<file path="src/source/rv_decode_pkg.sv">
`default_nettype none

package rv_decode_pkg;

    // --------------------
    // widths
    // --------------------
    localparam int XLEN     = 32;
    localparam int INST_W   = 32;
    localparam int REG_W    = 5;
    localparam int OPCODE_W = 7;
    localparam int FUNCT3_W = 3;

    typedef logic [REG_W-1:0] reg_t;

    localparam reg_t X0 = '0;

    // --------------------
    // opcodes
    // --------------------
    localparam logic [OPCODE_W-1:0] RTYPE_OP  = 7'b0110011;
    localparam logic [OPCODE_W-1:0] ITYPE_OP  = 7'b0010011;
    localparam logic [OPCODE_W-1:0] LOAD_OP   = 7'b0000011;
    localparam logic [OPCODE_W-1:0] STYPE_OP  = 7'b0100011;
    localparam logic [OPCODE_W-1:0] BTYPE_OP  = 7'b1100011;
    localparam logic [OPCODE_W-1:0] JAL_OP    = 7'b1101111;
    localparam logic [OPCODE_W-1:0] JALR_OP   = 7'b1100111;
    localparam logic [OPCODE_W-1:0] LUI_OP    = 7'b0110111;
    localparam logic [OPCODE_W-1:0] AUIPC_OP  = 7'b0010111;
    localparam logic [OPCODE_W-1:0] SYSTEM_OP = 7'b1110011;

    // --------------------
    // funct3 / funct12
    // --------------------
    localparam logic [FUNCT3_W-1:0] ADD_FUNCT3  = 3'b000;
    localparam logic [FUNCT3_W-1:0] SLL_FUNCT3  = 3'b001;
    localparam logic [FUNCT3_W-1:0] SLT_FUNCT3  = 3'b010;
    localparam logic [FUNCT3_W-1:0] SLTU_FUNCT3 = 3'b011;
    localparam logic [FUNCT3_W-1:0] XOR_FUNCT3  = 3'b100;
    localparam logic [FUNCT3_W-1:0] SRL_FUNCT3  = 3'b101;
    localparam logic [FUNCT3_W-1:0] OR_FUNCT3   = 3'b110;
    localparam logic [FUNCT3_W-1:0] AND_FUNCT3  = 3'b111;

    localparam logic [FUNCT3_W-1:0] LB_FUNCT3  = 3'b000;
    localparam logic [FUNCT3_W-1:0] LH_FUNCT3  = 3'b001;
    localparam logic [FUNCT3_W-1:0] LW_FUNCT3  = 3'b010;
    localparam logic [FUNCT3_W-1:0] LBU_FUNCT3 = 3'b100;
    localparam logic [FUNCT3_W-1:0] LHU_FUNCT3 = 3'b101;

    localparam logic [FUNCT3_W-1:0] SB_FUNCT3 = 3'b000;
    localparam logic [FUNCT3_W-1:0] SH_FUNCT3 = 3'b001;
    localparam logic [FUNCT3_W-1:0] SW_FUNCT3 = 3'b010;

    localparam logic [FUNCT3_W-1:0] BEQ_FUNCT3  = 3'b000;
    localparam logic [FUNCT3_W-1:0] BNE_FUNCT3  = 3'b001;
    localparam logic [FUNCT3_W-1:0] BLT_FUNCT3  = 3'b100;
    localparam logic [FUNCT3_W-1:0] BGE_FUNCT3  = 3'b101;
    localparam logic [FUNCT3_W-1:0] BLTU_FUNCT3 = 3'b110;
    localparam logic [FUNCT3_W-1:0] BGEU_FUNCT3 = 3'b111;

    localparam logic [FUNCT3_W-1:0] PRIV_FUNCT3   = 3'b000;
    localparam logic [FUNCT3_W-1:0] CSRRW_FUNCT3  = 3'b001;
    localparam logic [FUNCT3_W-1:0] CSRRS_FUNCT3  = 3'b010;
    localparam logic [FUNCT3_W-1:0] CSRRC_FUNCT3  = 3'b011;
    localparam logic [FUNCT3_W-1:0] CSRRWI_FUNCT3 = 3'b101;
    localparam logic [FUNCT3_W-1:0] CSRRSI_FUNCT3 = 3'b110;
    localparam logic [FUNCT3_W-1:0] CSRRCI_FUNCT3 = 3'b111;

    localparam logic [11:0] MRET_FUNCT12 = 12'h302;
    localparam logic [11:0] WFI_FUNCT12  = 12'h105;

    // --------------------
    // micro-op encodings
    // --------------------
    // zero values of both enums form the idle micro-op
    typedef enum logic [2:0] {
        NONE, GALU, GMUL, GLSU, BRU, CSR
    } fu_t;

    typedef enum logic [5:0] {
        _ADD, _SUB, _SLL, _LT, _LTU, _XOR, _SRL, _SRA, _OR, _AND,
        _MUL, _MULH, _MULHSU, _MULHU,
        _LB, _LH, _LW, _LBU, _LHU, _SB, _SH, _SW,
        _EQ, _NE, _GE, _GEU,
        _JAL, _JALR,
        _CSRRW, _CSRRS, _CSRRC, _MRET, _WFI
    } op_t;

endpackage

`default_nettype wire
</file>
<file path="src/source/rv_decoder.sv">
`timescale 1ns/1ps
`default_nettype none

module rv_decoder import rv_decode_pkg::*; (
    input  wire logic              clk,
    input  wire logic              arst_n,
    input  wire logic              fetch_valid,
    input  wire logic [INST_W-1:0] fetch_inst,
    input  wire logic [XLEN-1:0]   fetch_pc,
    output logic                   uop_valid,
    output logic [XLEN-1:0]        uop_pc,
    output fu_t                    uop_fu,
    output op_t                    uop_op,
    output reg_t                   uop_rs1,
    output reg_t                   uop_rs2,
    output reg_t                   uop_rd,
    output logic                   uop_use_pc,
    output logic                   uop_use_imm,
    output logic [XLEN-1:0]        uop_imm
);

    logic            alu_hit;
    logic            lsu_hit;
    logic            bru_hit;
    logic            csr_hit;
    fu_t             alu_fu;
    op_t             alu_op;
    op_t             lsu_op;
    op_t             bru_op;
    op_t             csr_op;
    // {rs1_en, rs2_en, rd_en, use_pc, use_imm} per unit
    logic [4:0]      alu_flags;
    logic [4:0]      lsu_flags;
    logic [4:0]      bru_flags;
    logic [4:0]      csr_flags;
    logic [XLEN-1:0] imm;

    // --------------------
    // unit decoders
    // --------------------
    rv_alu_decode u_alu_decode (
        .inst    (fetch_inst),
        .hit     (alu_hit),
        .fu      (alu_fu),
        .op      (alu_op),
        .rs1_en  (alu_flags[4]),
        .rs2_en  (alu_flags[3]),
        .rd_en   (alu_flags[2]),
        .use_pc  (alu_flags[1]),
        .use_imm (alu_flags[0])
    );

    rv_lsu_decode u_lsu_decode (
        .inst    (fetch_inst),
        .hit     (lsu_hit),
        .op      (lsu_op),
        .rs1_en  (lsu_flags[4]),
        .rs2_en  (lsu_flags[3]),
        .rd_en   (lsu_flags[2]),
        .use_pc  (lsu_flags[1]),
        .use_imm (lsu_flags[0])
    );

    rv_bru_decode u_bru_decode (
        .inst    (fetch_inst),
        .hit     (bru_hit),
        .op      (bru_op),
        .rs1_en  (bru_flags[4]),
        .rs2_en  (bru_flags[3]),
        .rd_en   (bru_flags[2]),
        .use_pc  (bru_flags[1]),
        .use_imm (bru_flags[0])
    );

    rv_csr_decode u_csr_decode (
        .inst    (fetch_inst),
        .hit     (csr_hit),
        .op      (csr_op),
        .rs1_en  (csr_flags[4]),
        .rs2_en  (csr_flags[3]),
        .rd_en   (csr_flags[2]),
        .use_pc  (csr_flags[1]),
        .use_imm (csr_flags[0])
    );

    rv_imm_gen u_imm_gen (
        .inst (fetch_inst),
        .imm  (imm)
    );

    // --------------------
    // merge and register
    // --------------------
    rv_uop_merge u_uop_merge (
        .clk         (clk),
        .arst_n      (arst_n),
        .fetch_valid (fetch_valid),
        .fetch_inst  (fetch_inst),
        .fetch_pc    (fetch_pc),
        .alu_hit     (alu_hit),
        .alu_fu      (alu_fu),
        .alu_op      (alu_op),
        .alu_flags   (alu_flags),
        .lsu_hit     (lsu_hit),
        .lsu_op      (lsu_op),
        .lsu_flags   (lsu_flags),
        .bru_hit     (bru_hit),
        .bru_op      (bru_op),
        .bru_flags   (bru_flags),
        .csr_hit     (csr_hit),
        .csr_op      (csr_op),
        .csr_flags   (csr_flags),
        .imm         (imm),
        .uop_valid   (uop_valid),
        .uop_pc      (uop_pc),
        .uop_fu      (uop_fu),
        .uop_op      (uop_op),
        .uop_rs1     (uop_rs1),
        .uop_rs2     (uop_rs2),
        .uop_rd      (uop_rd),
        .uop_use_pc  (uop_use_pc),
        .uop_use_imm (uop_use_imm),
        .uop_imm     (uop_imm)
    );

endmodule

`default_nettype wire

</file>
<file path="src/source/rv_uop_merge.sv">
`timescale 1ns/1ps
`default_nettype none

module rv_uop_merge import rv_decode_pkg::*; (
    input  wire logic              clk,
    input  wire logic              arst_n,
    input  wire logic              fetch_valid,
    input  wire logic [INST_W-1:0] fetch_inst,
    input  wire logic [XLEN-1:0]   fetch_pc,
    input  wire logic              alu_hit,
    input  wire fu_t               alu_fu,
    input  wire op_t               alu_op,
    input  wire logic [4:0]        alu_flags,
    input  wire logic              lsu_hit,
    input  wire op_t               lsu_op,
    input  wire logic [4:0]        lsu_flags,
    input  wire logic              bru_hit,
    input  wire op_t               bru_op,
    input  wire logic [4:0]        bru_flags,
    input  wire logic              csr_hit,
    input  wire op_t               csr_op,
    input  wire logic [4:0]        csr_flags,
    input  wire logic [XLEN-1:0]   imm,
    output logic                   uop_valid,
    output logic [XLEN-1:0]        uop_pc,
    output fu_t                    uop_fu,
    output op_t                    uop_op,
    output reg_t                   uop_rs1,
    output reg_t                   uop_rs2,
    output reg_t                   uop_rd,
    output logic                   uop_use_pc,
    output logic                   uop_use_imm
    ,output logic [XLEN-1:0]       uop_imm
);

    // flags are {rs1_en, rs2_en, rd_en, use_pc, use_imm}
    fu_t             sel_fu;
    op_t             sel_op;
    logic [4:0]      sel_flags;
    reg_t            nxt_rs1;
    reg_t            nxt_rs2;
    reg_t            nxt_rd;
    logic [XLEN-1:0] nxt_imm;

    // --------------------
    // unit select
    // --------------------
    always_comb begin
        sel_fu    = NONE;
        sel_op    = _ADD;
        sel_flags = '0;
        if (alu_hit) begin
            sel_fu    = alu_fu;
            sel_op    = alu_op;
            sel_flags = alu_flags;
        end else if (lsu_hit) begin
            sel_fu    = GLSU;
            sel_op    = lsu_op;
            sel_flags = lsu_flags;
        end else if (bru_hit) begin
            sel_fu    = BRU;
            sel_op    = bru_op;
            sel_flags = bru_flags;
        end else if (csr_hit) begin
            sel_fu    = CSR;
            sel_op    = csr_op;
            sel_flags = csr_flags;
        end
    end

    assign nxt_rs1 = sel_flags[4] ? reg_t'(fetch_inst[19:15]) : X0;
    assign nxt_rs2 = sel_flags[3] ? reg_t'(fetch_inst[24:20]) : X0;
    assign nxt_rd  = sel_flags[2] ? reg_t'(fetch_inst[11:7])  : X0;
    // use_imm is clear whenever no unit hits
    assign nxt_imm = sel_flags[0] ? imm : '0;

    // --------------------
    // output register
    // --------------------
    always_ff @(posedge clk or negedge arst_n) begin
        if (!arst_n) begin
            uop_valid   <= 1'b0;
            uop_pc      <= '0;
            uop_fu      <= NONE;
            uop_op      <= _ADD;
            uop_rs1     <= X0;
            uop_rs2     <= X0;
            uop_rd      <= X0;
            uop_use_pc  <= 1'b0;
            uop_use_imm <= 1'b0;
            uop_imm     <= '0;
        end else begin
            uop_valid   <= fetch_valid;
            uop_pc      <= fetch_valid ? fetch_pc : '0;
            uop_fu      <= fetch_valid ? sel_fu : NONE;
            uop_op      <= fetch_valid ? sel_op : _ADD;
            uop_rs1     <= fetch_valid ? nxt_rs1 : X0;
            uop_rs2     <= fetch_valid ? nxt_rs2 : X0;
            uop_rd      <= fetch_valid ? nxt_rd : X0;
            uop_use_pc  <= fetch_valid & sel_flags[1];
            uop_use_imm <= fetch_valid & sel_flags[0];
            uop_imm     <= fetch_valid ? nxt_imm : '0;
        end
    end

endmodule

`default_nettype wire

</file>
<file path="src/source/rv_imm_gen.sv">
`timescale 1ns/1ps
`default_nettype none

module rv_imm_gen import rv_decode_pkg::*; (
    input  wire logic [INST_W-1:0] inst,
    output logic [XLEN-1:0]        imm
);

    logic [OPCODE_W-1:0] opcode;
    logic [XLEN-1:0]     i_imm;
    logic [XLEN-1:0]     s_imm;
    logic [XLEN-1:0]     b_imm;
    logic [XLEN-1:0]     u_imm;
    logic [XLEN-1:0]     j_imm;

    assign opcode = inst[6:0];

    // --------------------
    // formats
    // --------------------
    assign i_imm = {{20{inst[31]}}, inst[31:20]};
    assign s_imm = {{20{inst[31]}}, inst[31:25], inst[11:7]};
    assign b_imm = {{20{inst[31]}}, inst[7], inst[30:25], inst[11:8], 1'b0};
    assign u_imm = {inst[31:12], 12'd0};
    assign j_imm = {{12{inst[31]}}, inst[19:12], inst[20], inst[30:21], 1'b0};

    always_comb begin
        case (opcode)
            ITYPE_OP, LOAD_OP, JALR_OP, SYSTEM_OP : imm = i_imm;
            STYPE_OP                              : imm = s_imm;
            BTYPE_OP                              : imm = b_imm;
            LUI_OP, AUIPC_OP                      : imm = u_imm;
            JAL_OP                                : imm = j_imm;
            default                               : imm = '0;
        endcase
    end

endmodule

`default_nettype wire

</file>
<file path="src/source/rv_csr_decode.sv">
`timescale 1ns/1ps
`default_nettype none

module rv_csr_decode import rv_decode_pkg::*; (
    input  wire logic [INST_W-1:0] inst,
    output logic                   hit,
    output op_t                    op,
    output logic                   rs1_en,
    output logic                   rs2_en,
    output logic                   rd_en,
    output logic                   use_pc,
    output logic                   use_imm
);

    logic [OPCODE_W-1:0] opcode;
    logic [FUNCT3_W-1:0] f3;
    logic [11:0]         f12;

    assign opcode = inst[6:0];
    assign f3     = inst[14:12];
    assign f12    = inst[31:20];

    assign hit    = (opcode == SYSTEM_OP);
    // rs1 field carries the zimm value for the immediate forms
    assign rs1_en = hit;
    assign rs2_en = 1'b0;
    assign rd_en  = hit;
    assign use_pc = 1'b0;

    assign use_imm = hit && (f3 inside {CSRRWI_FUNCT3, CSRRSI_FUNCT3, CSRRCI_FUNCT3});

    always_comb begin
        op = _ADD;
        if (hit) begin
            case (f3)
                CSRRW_FUNCT3, CSRRWI_FUNCT3 : op = _CSRRW;
                CSRRS_FUNCT3, CSRRSI_FUNCT3 : op = _CSRRS;
                CSRRC_FUNCT3, CSRRCI_FUNCT3 : op = _CSRRC;
                PRIV_FUNCT3 : begin
                    if (f12 == MRET_FUNCT12) begin
                        op = _MRET;
                    end else if (f12 == WFI_FUNCT12) begin
                        op = _WFI;
                    end
                end
                default : op = _ADD;
            endcase
        end
    end

endmodule

`default_nettype wire

</file>
<file path="src/source/rv_bru_decode.sv">
`timescale 1ns/1ps
`default_nettype none

module rv_bru_decode import rv_decode_pkg::*; (
    input  wire logic [INST_W-1:0] inst,
    output logic                   hit,
    output op_t                    op,
    output logic                   rs1_en,
    output logic                   rs2_en,
    output logic                   rd_en,
    output logic                   use_pc,
    output logic                   use_imm
);

    logic [OPCODE_W-1:0] opcode;
    logic [FUNCT3_W-1:0] f3;
    logic                is_br;
    logic                is_jal;
    logic                is_jalr;

    assign opcode  = inst[6:0];
    assign f3      = inst[14:12];
    assign is_br   = (opcode == BTYPE_OP);
    assign is_jal  = (opcode == JAL_OP);
    assign is_jalr = (opcode == JALR_OP);

    assign hit     = is_br | is_jal | is_jalr;
    assign rs1_en  = is_br | is_jalr;
    assign rs2_en  = is_br;
    assign rd_en   = is_jal | is_jalr;
    assign use_pc  = is_jal | is_jalr;
    // target offset travels as the immediate
    assign use_imm = hit;

    always_comb begin
        op = _ADD;
        if (is_jal) begin
            op = _JAL;
        end else if (is_jalr) begin
            op = _JALR;
        end else if (is_br) begin
            case (f3)
                BEQ_FUNCT3  : op = _EQ;
                BNE_FUNCT3  : op = _NE;
                BLT_FUNCT3  : op = _LT;
                BGE_FUNCT3  : op = _GE;
                BLTU_FUNCT3 : op = _LTU;
                BGEU_FUNCT3 : op = _GEU;
                default     : op = _ADD;
            endcase
        end
    end

endmodule

`default_nettype wire

</file>
<file path="src/source/rv_lsu_decode.sv">
`timescale 1ns/1ps
`default_nettype none

module rv_lsu_decode import rv_decode_pkg::*; (
    input  wire logic [INST_W-1:0] inst,
    output logic                   hit,
    output op_t                    op,
    output logic                   rs1_en,
    output logic                   rs2_en,
    output logic                   rd_en,
    output logic                   use_pc,
    output logic                   use_imm
);

    logic [OPCODE_W-1:0] opcode;
    logic [FUNCT3_W-1:0] f3;
    logic                is_load;
    logic                is_store;

    assign opcode   = inst[6:0];
    assign f3       = inst[14:12];
    assign is_load  = (opcode == LOAD_OP);
    assign is_store = (opcode == STYPE_OP);

    assign hit     = is_load | is_store;
    assign rs1_en  = hit;
    assign rs2_en  = is_store;
    assign rd_en   = is_load;
    assign use_pc  = 1'b0;
    // address offset always comes from the immediate
    assign use_imm = hit;

    always_comb begin
        op = _ADD;
        if (is_load) begin
            case (f3)
                LB_FUNCT3  : op = _LB;
                LH_FUNCT3  : op = _LH;
                LW_FUNCT3  : op = _LW;
                LBU_FUNCT3 : op = _LBU;
                LHU_FUNCT3 : op = _LHU;
                default    : op = _ADD;
            endcase
        end else if (is_store) begin
            case (f3)
                SB_FUNCT3 : op = _SB;
                SH_FUNCT3 : op = _SH;
                SW_FUNCT3 : op = _SW;
                default   : op = _ADD;
            endcase
        end
    end

endmodule

`default_nettype wire

</file>
<file path="src/source/rv_alu_decode.sv">
`timescale 1ns/1ps
`default_nettype none

module rv_alu_decode import rv_decode_pkg::*; (
    input  wire logic [INST_W-1:0] inst,
    output logic                   hit,
    output fu_t                    fu,
    output op_t                    op,
    output logic                   rs1_en,
    output logic                   rs2_en,
    output logic                   rd_en,
    output logic                   use_pc,
    output logic                   use_imm
);

    logic [OPCODE_W-1:0] opcode;
    logic [FUNCT3_W-1:0] f3;
    logic                f7_mul;
    logic                f7_alt;

    assign opcode = inst[6:0];
    assign f3     = inst[14:12];
    assign f7_mul = inst[25];
    assign f7_alt = inst[30];

    always_comb begin
        hit     = 1'b0;
        fu      = NONE;
        op      = _ADD;
        rs1_en  = 1'b0;
        rs2_en  = 1'b0;
        rd_en   = 1'b0;
        use_pc  = 1'b0;
        use_imm = 1'b0;

        case (opcode)
            RTYPE_OP : begin
                hit    = 1'b1;
                fu     = f7_mul ? GMUL : GALU;
                rs1_en = 1'b1;
                rs2_en = 1'b1;
                rd_en  = 1'b1;

                case ({f7_mul, f3})
                    {1'b0, ADD_FUNCT3 } : op = f7_alt ? _SUB : _ADD;
                    {1'b0, SLL_FUNCT3 } : op = _SLL;
                    {1'b0, SLT_FUNCT3 } : op = _LT;
                    {1'b0, SLTU_FUNCT3} : op = _LTU;
                    {1'b0, XOR_FUNCT3 } : op = _XOR;
                    {1'b0, SRL_FUNCT3 } : op = f7_alt ? _SRA : _SRL;
                    {1'b0, OR_FUNCT3  } : op = _OR;
                    {1'b0, AND_FUNCT3 } : op = _AND;
                    {1'b1, ADD_FUNCT3 } : op = _MUL;
                    {1'b1, SLL_FUNCT3 } : op = _MULH;
                    {1'b1, SLT_FUNCT3 } : op = _MULHSU;
                    {1'b1, SLTU_FUNCT3} : op = _MULHU;
                    // div/rem group is not supported
                    default             : op = _ADD;
                endcase
            end

            ITYPE_OP : begin
                hit     = 1'b1;
                fu      = GALU;
                rs1_en  = 1'b1;
                rd_en   = 1'b1;
                use_imm = 1'b1;

                case (f3)
                    SLL_FUNCT3  : op = _SLL;
                    SLT_FUNCT3  : op = _LT;
                    SLTU_FUNCT3 : op = _LTU;
                    XOR_FUNCT3  : op = _XOR;
                    SRL_FUNCT3  : op = f7_alt ? _SRA : _SRL;
                    OR_FUNCT3   : op = _OR;
                    AND_FUNCT3  : op = _AND;
                    default     : op = _ADD;
                endcase
            end

            LUI_OP, AUIPC_OP : begin
                hit     = 1'b1;
                fu      = GALU;
                rd_en   = 1'b1;
                use_imm = 1'b1;
                use_pc  = (opcode == AUIPC_OP);
            end

            default : ;
        endcase
    end

endmodule

`default_nettype wire

</file>
<file path="config.mk">
export PLATFORM = sky130hd
export DESIGN_NAME = rv_decoder
export DESIGN_NICKNAME = d
export VERILOG_FILES = /design/src/source/rv_decode_pkg.sv /design/src/source/rv_decoder.sv /design/src/source/rv_uop_merge.sv /design/src/source/rv_imm_gen.sv /design/src/source/rv_csr_decode.sv /design/src/source/rv_bru_decode.sv /design/src/source/rv_lsu_decode.sv /design/src/source/rv_alu_decode.sv
export SDC_FILE = /design/constraint.sdc
export NUM_CORES = 1
export LEC_CHECK = 0
export BUFFER_PORTS_ARGS = -buffer_cell sky130_fd_sc_hd__buf_2
export CORE_ASPECT_RATIO = 1.2
export CORE_MARGIN = 2
export CORE_UTILIZATION = 44
export CTS_CLUSTER_SIZE = 30
export DETAILED_ROUTE_END_ITERATION = 8
export GPL_TIMING_DRIVEN = 0
export PLACE_DENSITY = 0.76
export SLEW_MARGIN = 10
export SYNTH_ARGS = -nofsm -noshare
export SYNTH_HDL_FRONTEND = slang
export SYNTH_SLANG_ARGS = --single-unit
</file>
<file path="constraint.sdc">
create_clock -name clk -period 0.8 [get_ports clk]
set_input_delay 0.16 -clock clk [delete_from_list [all_inputs] [get_ports clk]]
set_output_delay 0.16 -clock clk [all_outputs]
set_load 0.02 [all_outputs]
</file>
==> results.md, run 1 <==
* Cell with the most instances after synthesis: dfrtp_1
* Number of diodes at 0
* Global-route wire length before repair at approximately 22,000 microns
* GR Overflow Total at 0
* Netlist cell types at between 60 and 70
* Yosys warns at 0
* Crit end category: flip-flop
* CTS Buf Count at 9
* Post-route DRC at 0
* Setup ws final at -0.554 ns
* Clk sinks at 91
* Startpoint types: input pin
* Post-route ant nets at 0
* CTS max path bufs at 2
* Static Leak at about 3.3 nW
* Post-synth EDFFs at 0
* Antenna violations before repair at 0
* CP required at between 1 and 1.5 ns
* Core ar. at about 9000 sq um
* Via count at between 4,000 and 5,000
* Routed wire length at about 15,000 microns
* Mapped Area at ~4000 sq um
* Synth Flop Type: dfrtp_1
* Dpl hpwl at 8680 microns
* Synthesized net count at around 460
* GP Congestion at approximately 0.97
* MaxCap Viol Count at 0
* Layout cells sized above 1 at between 50% and 60%
* Vias in the first global route at about 4,000
* Worst EP arrival at between 1.5 and 2 ns
* Relative slew slack at a little over three fifths
* Nets at ~670
* Worst Path Class, Setup: input pin to flip-flop
* Outcome: complete, but fails checks
* Post-synth ARST share at 100%
* Failing checks: hold timing, setup timing
* Pre-CTS setup slack at -1.22 ns
* Die height at about 110 microns
* Cells after synthesis at approximately 380
* Pwr dens at approximately 1400 nW/um^2
* #FFs+latches synth at 91
* Max FO, Critical Path at 5
* Clk pin slew, worst setup/hold paths at around 0.11 ns
* Standard-cell row count at 38
* Crit share post-route at 169%
* RSZ-0062 raised after global routing: true
* Tot Pwr at approximately 9.7 mW
* Placed cell area at between 5000 and 6000 sq um
* Hold slack at -0.335 ns
* Fmax at around 740 MHz
* Max-slew violation count at 0
* Worst vdd ir at ~0.8 mV
* TritonCTS clock tree: built
* Avg Cell Area, Syn at 10.6 sq um
* Die width at about 90 microns
* TritonRoute pass-1 iters at 5
* DR WL/cell at ~21 microns
* Yosys top cell area share at a little under three fifths
* Initial Util at 44.8%
* Design Area, Final at around 7100 sq um
* Fin crit period at 1.35 ns
* Synth area leaders: dfrtp_1 (57%), and2_1 (7.3%), a21oi_1 (4.3%), nand2_1 (3.0%), and3_1 (2.6%)
* Worst-Margin Slew at 0.547 ns
* Min-delay worst type: input pin to async pin
* Post-DR vias/cell at 5.71
* Top cells by count, synth: dfrtp_1 (91), and2_1 (47), a21oi_1 (35), nand2_1 (32)
* Die area at around 9900 sq um
* Pin count of the biggest net entering global routing at a little over 70
* Hold Vio Cnt, Final at 21
* Port Buffer Count at about 160
* Post-layout util at 79.3%
* Sequential share of the synthesized area at between 50 and 60%
* Gr usage total at 28.5%
* 1st-iter DRT viols at between 300 and 400
* Io pins at about 160
* Biggest area consumer among synthesized cells: dfrtp_1
* Root Buffer: clkbuf_8
* Final setup viols at between 100 and 150
* Synthesis-to-finish area growth at 76.8%
* H-tree depth at 3
-- stage by stage --
step                      hold slack, ns  setup TNS (ns)  std cells
after floorplan                   -0.136          -27.32        382
after global placement             0.371         -165.34        659
after detailed placement          0.0717          -65.96        660
after CTS                         -0.329          -39.25        706
after global routing              -0.324          -47.20        723
final                             -0.335          -43.41        723
-- kinds of logic (layout without fill, tap and decap cells) --
| kind of cell | Yosys count | after routing | synth area share [%] |
|---|---|---|---|
| and+or+nand+nor | 155 | 155 | 21.6 |
| adders and majority gates | 7 | 7 | 2.17 |
| DFF | 91 | 91 | 56.5 |
| AOI/OAI and AO/OA | 93 | 93 | 15.5 |
| xor gates and xnor gates | 1 | 1 | 0.217 |
| buffers and inverters | 34 | 255 | 3.69 |
| muxes | 1 | 1 | 0.248 |
-- report_power, final --
part	total, mW	internal [mW]	switching (mW)
sequential	4.75	4.70	0.0557
clock	3.01	1.25	1.76
combinational	1.90	0.901	0.995
-- worst max-delay path, stage by stage --
cell     delay [ns]
buf_12         0.11
nor4b_4        0.35
and4b_2        0.37
buf_6          0.13
nor3_4         0.03
o41ai_2        0.31
o211a_1        0.20
-- repair_timing --
action / in CTS / in global routing
hold endpoints to repair: 36 / 23
endpoints found under the setup margin: 169 / 169
setup buffers: 17 / 15
hold buffers: 15 / 2
gates cloned: 1 / 2
gates resized for setup: 269 / 97
pin swaps: 28 / 31
-- state kept, by name, indices dropped and copies added, names as in the netlist --
signal,cells
u_uop_merge.uop_valid,1
u_uop_merge.uop_imm,32
u_uop_merge.uop_use_pc,1
u_uop_merge.uop_rs2,5
u_uop_merge.uop_rs1,5
u_uop_merge.uop_use_imm,1
u_uop_merge.uop_fu,3
u_uop_merge.uop_pc,32
u_uop_merge.uop_rd,5
u_uop_merge.uop_op,6
-- how the worst max path moves through the flow --
stage / startpoint / end / depth (start not counted)
2_1_floorplan: fetch_inst[3] / u_uop_merge.uop_op[0] / 6
3_3_place_gp: fetch_inst[13] / u_uop_merge.uop_op[2] / 8
3_5_place_dp: fetch_inst[13] / u_uop_merge.uop_op[2] / 8
4_1_cts: fetch_inst[2] / u_uop_merge.uop_op[0] / 7
5_1_grt: fetch_inst[2] / u_uop_merge.uop_op[3] / 7
6_report: fetch_inst[31] / u_uop_merge.uop_op[0] / 7
-- area by class of cell --
cell class	count	area, sq um
sequential	91	2280
multi-input combinational	257	2210
timing repair buffer	209	2030
fill	472	1860
buffer	21	204
tap	120	150
clock buffer	10	138
inverter	9	63.8
clock inverter	6	48.8
-- cells in the final DEF (no fill, tap or decap), types with 3 or more instances in the layout --
cell	count
o21ai_2	3
buf_2	51
dlygate4sd3_1	17
and2_1	44
ha_4	4
o21ai_1	3
and3_4	4
clkbuf_2	3
a22oi_1	5
and3_1	13
nand3_1	4
and2_4	3
buf_8	9
buf_12	8
buf_4	29
a21oi_2	21
nand2b_4	3
clkbuf_8	10
inv_1	4
dfrtp_1	91
a21oi_1	12
o21ai_0	8
clkbuf_4	5
nor2_1	7
o21a_1	3
nor3_1	5
buf_6	103
nor2_4	9
a21oi_4	4
ha_1	3
nand2_1	28
nor3_4	3
-- routing by layer --
metal | GRT usage, % | vias up | share of wire, %
met3 | 4.84 | 63 | 6.7
met2 | 52.5 | 259 | 54
met4 | 12.1 | 0 | 4.7
li1 | - | 1766 | -
met1 | 32.8 | 2040 | 35
met5 | 0 | - | 0
Power figures use the tool's default switching activity.
==> run 2: changes to the inputs <==
- BUFFER_PORTS_ARGS: -buffer_cell sky130_fd_sc_hd__buf_2 -> not set
- CORE_UTILIZATION: 44 -> 50
- DONT_BUFFER_PORTS: not set -> 1
- PLACE_DENSITY: 0.76 -> 0.68
==> run 2 against run 1 <==
Against the previous run:
- the flow still finishes with violations (hold timing, setup timing)
- critical path depth decreased by 1
- clock power rose by 8.6%
- utilization down 3.1 points
- power shrank 4.0%
- via count decreased by 16%
- routed wire length fell by 16%
- global-route usage fell by 0.49 points
- worst hold slack lost 0.17 ns
- fmax up 12%
- first-iteration DRC count down 37%
- cell area decreased by 17%
- die area down 12%
==> results.md, run 2 (same netlist as run 1, synthesis figures left out) <==
* Startpoint types: input pin
* 1st-iter DRT viols at 198 (-37%)
* RSZ-0062 raised after global routing: true
* Pin count of the biggest net entering global routing at 92 (+30%)
* Synthesis-to-finish area growth at 46.6%
* Io pins at 158 (unchanged)
* Via count at 3,462 (-16%)
* Max FO, Critical Path at 6 (+1)
* Area of the multi-input gates at 2130 sq um (-3.7%)
* GR Overflow Total at 0 (unchanged)
* Setup ws final at -0.413 ns (+0.141 ns)
* Failing checks: hold timing, setup timing
* TritonRoute pass-1 iters at 5 (unchanged)
* Standard-cell row count at 35 (-7.9%)
* Static Leak at 2.39 nW (-28%)
* Fillers at 476 (+0.85%)
* TritonCTS clock tree: built
* DR WL/cell at 22.8 microns (+7.6%)
* CTS Buf Count at 9 (unchanged)
* Relative slew slack at 61.4% (-1.8 points)
* Die area at 8800 sq um (-12%)
* Post-route DRC at 0 (unchanged)
* Initial Util at 52.0% (+7.1 points)
* Clk pin slew, worst setup/hold paths at 0.08 ns (-0.03 ns)
* MaxCap Viol Count at 0 (unchanged)
* Routed wire length at 12,900 microns (-16%)
* Post-DR vias/cell at 6.12 (+7.1%)
* Crit end category: flip-flop
* Port Buffer Count at 0 (-100%)
* Hold slack at -0.507 ns (-0.172 ns)
* Most frequent cells in the layout: dfrtp_2 (70), dlygate4sd3_1 (54), and2_1 (42)
* Fmax at 824 MHz (+12%)
* Pwr dens at 1570 nW/um^2 (+16%)
* Global-route wire length before repair at 18,500 microns (-14%)
* GP Congestion at 0.949 (-1.9%)
* H-tree depth at 3 (unchanged)
* Core ar. at 7750 sq um (-14%)
* Post-layout util at 76.2% (-3.1 points)
* Final setup viols at 144 (-3.4%)
* Outcome: complete, but fails checks
* Clk sinks at 91 (unchanged)
* CTS max path bufs at 2 (unchanged)
* Layout cells sized above 1 at 47.1% (-6.6 points)
* Max-slew violation count at 0 (unchanged)
* Die height at 102 microns (-6.0%)
* Worst-Margin Slew at 0.574 ns (+0.0275 ns)
* Hold Vio Cnt, Final at 91 (+330%)
* Largest regs: u_uop_merge.uop_imm (32), u_uop_merge.uop_pc (32), u_uop_merge.uop_op (6)
* Die width at 86.0 microns (-5.9%)
* Antenna violations before repair at 1 (+1)
* Gr usage total at 28.0% (-0.49 points)
* Worst Path Class, Setup: input pin to flip-flop
* Most common cell after layout, fill and taps aside: dfrtp_2
* Root Buffer: clkbuf_8
* Crit share post-route at 152% (-18 points)
* CP required at 1.09 ns (-0.02 ns)
* Worst EP arrival at 1.51 ns (-0.15 ns)
* Dpl hpwl at 7960 microns (-8.3%)
* Nets at 544 (-19%)
* Post-route ant nets at 0 (unchanged)
* Worst vdd ir at 0.803 mV (+0.27%)
* Vias in the first global route at 3,422 (-15%)
* Fin crit period at 1.21 ns (-0.141 ns)
* Min-delay worst type: input pin to async pin
* Storage cell area at 2360 sq um (+3.8%)
[run 2: cell count changes in the layout (fill, tap and decap cells not counted), moves of 18 or more]
cell / change
dfrtp_1: -70
buf_6: -89
dlygate4sd3_1: +37
buf_2: -47
dfrtp_2: +70
buf_4: -18
[run 2: per-layer routing]
metal | track usage, % | vias up | share of wire, %
met1 | 31.8 | 1697 | 35
met2 | 51.0 | 218 | 53
met4 | 10.1 | 0 | 3.9
met3 | 6.70 | 43 | 8.2
li1 | - | 1504 | -
met5 | 0 | - | 0
[run 2: cell type report]
type	instances	area share, %
timing repair buffer	78	13.4
multi-input combinational	257	36.1
antenna	1	0.0424
clock buffer	10	2.16
tap	92	1.95
clock inverter	4	1.29
buffer	24	3.88
inverter	9	1.12
sequential	91	40.0
[run 2: metrics by stage]
stage	std cells	setup slack (ns)	cell area, sq um	TNS [ns]	power [mW]
final	566	-0.413	5910	-30.37	9.28
after global routing	566	-0.437	5910	-34.14	9.59
after CTS	551	-0.422	5460	-29.23	9.13
after detailed placement	474	-0.952	4350	-45.94	5.61
after global placement	474	-1.00	4350	-44.88	5.60
after floorplan	382	-0.649	4230	-27.32	5.46
[run 2: critical path, cell delays in order]
cell,delay [ns]
nand4bb_4,0.20
buf_6,0.14
or3_4,0.39
a221oi_4,0.26
and3b_1,0.20
o211a_1,0.15
[run 2: final timing paths]
| path | from | endpoint | slack (ns) | depth (start not counted) |
|---|---|---|---|---|
| worst min-delay path | arst_n | u_uop_merge.uop_imm[26] | -0.51 | 0 |
| max in group asynchronous | arst_n | u_uop_merge.uop_imm[8] | 1.19 | 0 |
| min in group clk | fetch_inst[23] | u_uop_merge.uop_op[5] | 0 | 3 |
| worst max-delay path | fetch_inst[3] | u_uop_merge.uop_op[0] | -0.41 | 6 |
[run 2: where the power goes]
part           total [mW]  switching, mW  internal [mW]
Clock                3.27           1.54           1.74
Combinational        1.12          0.547          0.570
Sequential           4.88          0.175           4.71
[run 2: what timing repair did]
action | CTS | global route
hold endpoints to repair | 169 | 98
setup buffers | 9 | 12
endpoints found under the setup margin | 146 | 168
cloned | 1 | 2
gates resized for setup | 101 | 93
hold buffers | 53 | 3
pin swaps | 35 | 19
==> run 3: changes to the inputs <==
- MAX_ROUTING_LAYER: not set -> met4
==> run 3 against run 2 <==
Against the previous run:
- the flow still finishes with violations (hold timing, setup timing)
- first-iteration DRC count fell by 22%
- final cell count rose by 0.71%
- sequential share of layout area fell by 0.20 points
- non-clock buffer count rose by 3
- global-route usage rose by 0.79 points
==> results.md, run 3 (same netlist as run 1, synthesis figures left out) <==
* Setup TNS at -28.08 ns (+2.28 ns)
* Post-route ant nets at 0 (unchanged)
* TritonCTS clock tree: built
* Crit end category: flip-flop
* Fillers at 470 (-1.3%)
* Largest regs: u_uop_merge.uop_imm (32), u_uop_merge.uop_pc (32), u_uop_merge.uop_op (6)
* Design Area, Final at 5980 sq um (+1.1%)
* Pwr dens at 1550 nW/um^2 (-1.2%)
* Standard-cell row count at 35 (unchanged)
* Dpl hpwl at 8050 microns (+1.1%)
* Startpoint types: input pin
* Die height at 102 microns (unchanged)
* Placed cell area at 4350 sq um (unchanged)
* Failing checks: hold timing, setup timing
* Met2 usage at 50.7% (-0.30 points)
* CTS max path bufs at 2 (unchanged)
* Clk sinks at 91 (unchanged)
* Gr usage total at 28.8% (+0.79 points)
* Via count at 3,434 (-0.81%)
* GP Congestion at 0.920 (-3.1%)
* Vias in the first global route at 3,468 (+1.3%)
* GR Overflow Total at 0 (unchanged)
* Pin count of the biggest net entering global routing at 92 (unchanged)
* Outcome: complete, but fails checks
* Post-route DRC at 0 (unchanged)
* Setup ws final at -0.428 ns (-0.0145 ns)
* Worst vdd ir at 0.859 mV (+7.0%)
* Die area at 8800 sq um (unchanged)
* Relative slew slack at 62.9% (+1.5 points)
* Hold slack at -0.510 ns (-0.00273 ns)
* Static Leak at 2.42 nW (+1.3%)
* Max FO, Critical Path at 10 (+4)
* Combinational cell fraction of total power at 12.4% (+0.4 points)
* Gr busiest metal: met2
* Root Buffer: clkbuf_8
* Core ar. at 7750 sq um (unchanged)
* Global-route wire length before repair at 18,700 microns (+0.78%)
* Number of diodes at 0 (-1)
* Io pins at 158 (unchanged)
* Int Pwr at 6.83 mW (-2.7%)
* Area of the multi-input gates at 2120 sq um (-0.76%)
* Nets at 547 (+0.55%)
* Clk pwr share at 34.9% (-0.4 points)
* P_sw at 2.45 mW (+8.3%)
* Clk pin slew, worst setup/hold paths at 0.09 ns (about the same)
* Sw Share at 26.4% (+2.0 points)
* Final setup viols at 143 (-0.69%)
* Post-layout util at 77.1% (+0.87 points)
* Port Buffer Count at 0 (unchanged)
* Max-slew violation count at 0 (unchanged)
* CTS Buf Count at 9 (unchanged)
* RSZ-0062 raised after global routing: true
* Hold Vio Cnt, Final at 91 (unchanged)
* TritonRoute pass-1 iters at 5 (unchanged)
* Fin crit period at 1.23 ns (+0.0145 ns)
* Initial Util at 52.0% (unchanged)
* MaxCap Viol Count at 0 (unchanged)
* Worst Path Class, Setup: input pin to flip-flop
* Fmax at 814 MHz (-1.2%)
* Die width at 86.0 microns (unchanged)
* Met1 GRT Util at 31.6% (-0.21 points)
* Synthesis-to-finish area growth at 48.3%
* Post-DR vias/cell at 6.02 (-1.5%)
* Crit share post-route at 153% (+1.8 points)
* Worst-Margin Slew at 0.553 ns (-0.0217 ns)
* Antenna violations before repair at 0 (-1)
* Worst EP arrival at 1.51 ns (about the same)
* Met3 usage at 6.06% (-0.65 points)
* Sequential share of power at 52.7% (about the same)
* H-tree depth at 3 (unchanged)
* Min-delay worst type: input pin to async pin
* CP required at 1.09 ns (about the same)
* 1st-iter DRT viols at 154 (-22%)
* DR WL/cell at 22.4 microns (-1.7%)
* Layout cells sized above 1 at 49.0% (+1.8 points)
* Most common cell after layout, fill and taps aside: dfrtp_2
* Most frequent cells in the layout: dfrtp_2 (82), dlygate4sd3_1 (54), and2_1 (43)
* Routed wire length at 12,800 microns (-0.96%)
* Storage cell area at 2380 sq um (+0.63%)
## run 3: cell types whose count changed in the layout (fill, tap and decap cells not counted), moves of 3 or more
cell and delta:
buf_4 +6, nor2_2 -5, buf_6 -4, dfrtp_2 +12
dfrtp_1 -12, nor2_4 +3
## run 3: layout make-up
class	instances	share of cell area (%)
buffer	23	4.19
clock buffer	9	2.07
timing repair buffer	82	14.0
clock inverter	7	1.38
tap	92	1.93
sequential	91	39.8
inverter	9	1.19
multi-input combinational	257	35.4
## run 3: per-layer routing
metal,up-vias,wire (microns)
li1,1519,-
met1,1729,4620
met2,152,6900
met3,34,864
met4,0,382
met5,-,0
## run 3: worst paths after layout
kind                       slack (ns)                      end           start
worst max-delay path            -0.43    u_uop_merge.uop_op[0]   fetch_inst[2]
min in group clk                 0.01    u_uop_merge.uop_op[5]  fetch_inst[27]
max in group asynchronous        1.17    u_uop_merge.uop_valid          arst_n
worst min-delay path            -0.51  u_uop_merge.uop_imm[26]          arst_n
## run 3: power groups by stage
stage	combinational [mW]	sequential (mW)	clock, mW
floorplan	0.511	4.95	0
global placement	0.647	4.96	0
detailed placement	0.650	4.96	0
CTS	0.991	4.88	3.26
global route	1.22	4.90	3.43
finish	1.15	4.89	3.24
## run 3: repair_timing
action                                 CTS  global route
pin swaps                               33            17
buffers inserted                        13            11
gates resized for setup                116            85
setup endpoints to repair              148           148
gates cloned                             1             1
endpoints found under the hold margin  165            98
hold buffers                            52             4
## run 3: critical path, stage by stage
cell	delay [ns]
buf_8	0.13
and4bb_2	0.33
and2_4	0.15
a21oi_1	0.07
o41ai_2	0.45
o211a_1	0.22
## run 3: per-stage QoR
step	cells	power, mW	setup slack [ns]
floorplan	382	5.46	-0.649
global placement	474	5.61	-0.971
detailed placement	474	5.61	-0.951
CTS	555	9.12	-0.387
global route	570	9.56	-0.398
finish	570	9.27	-0.428
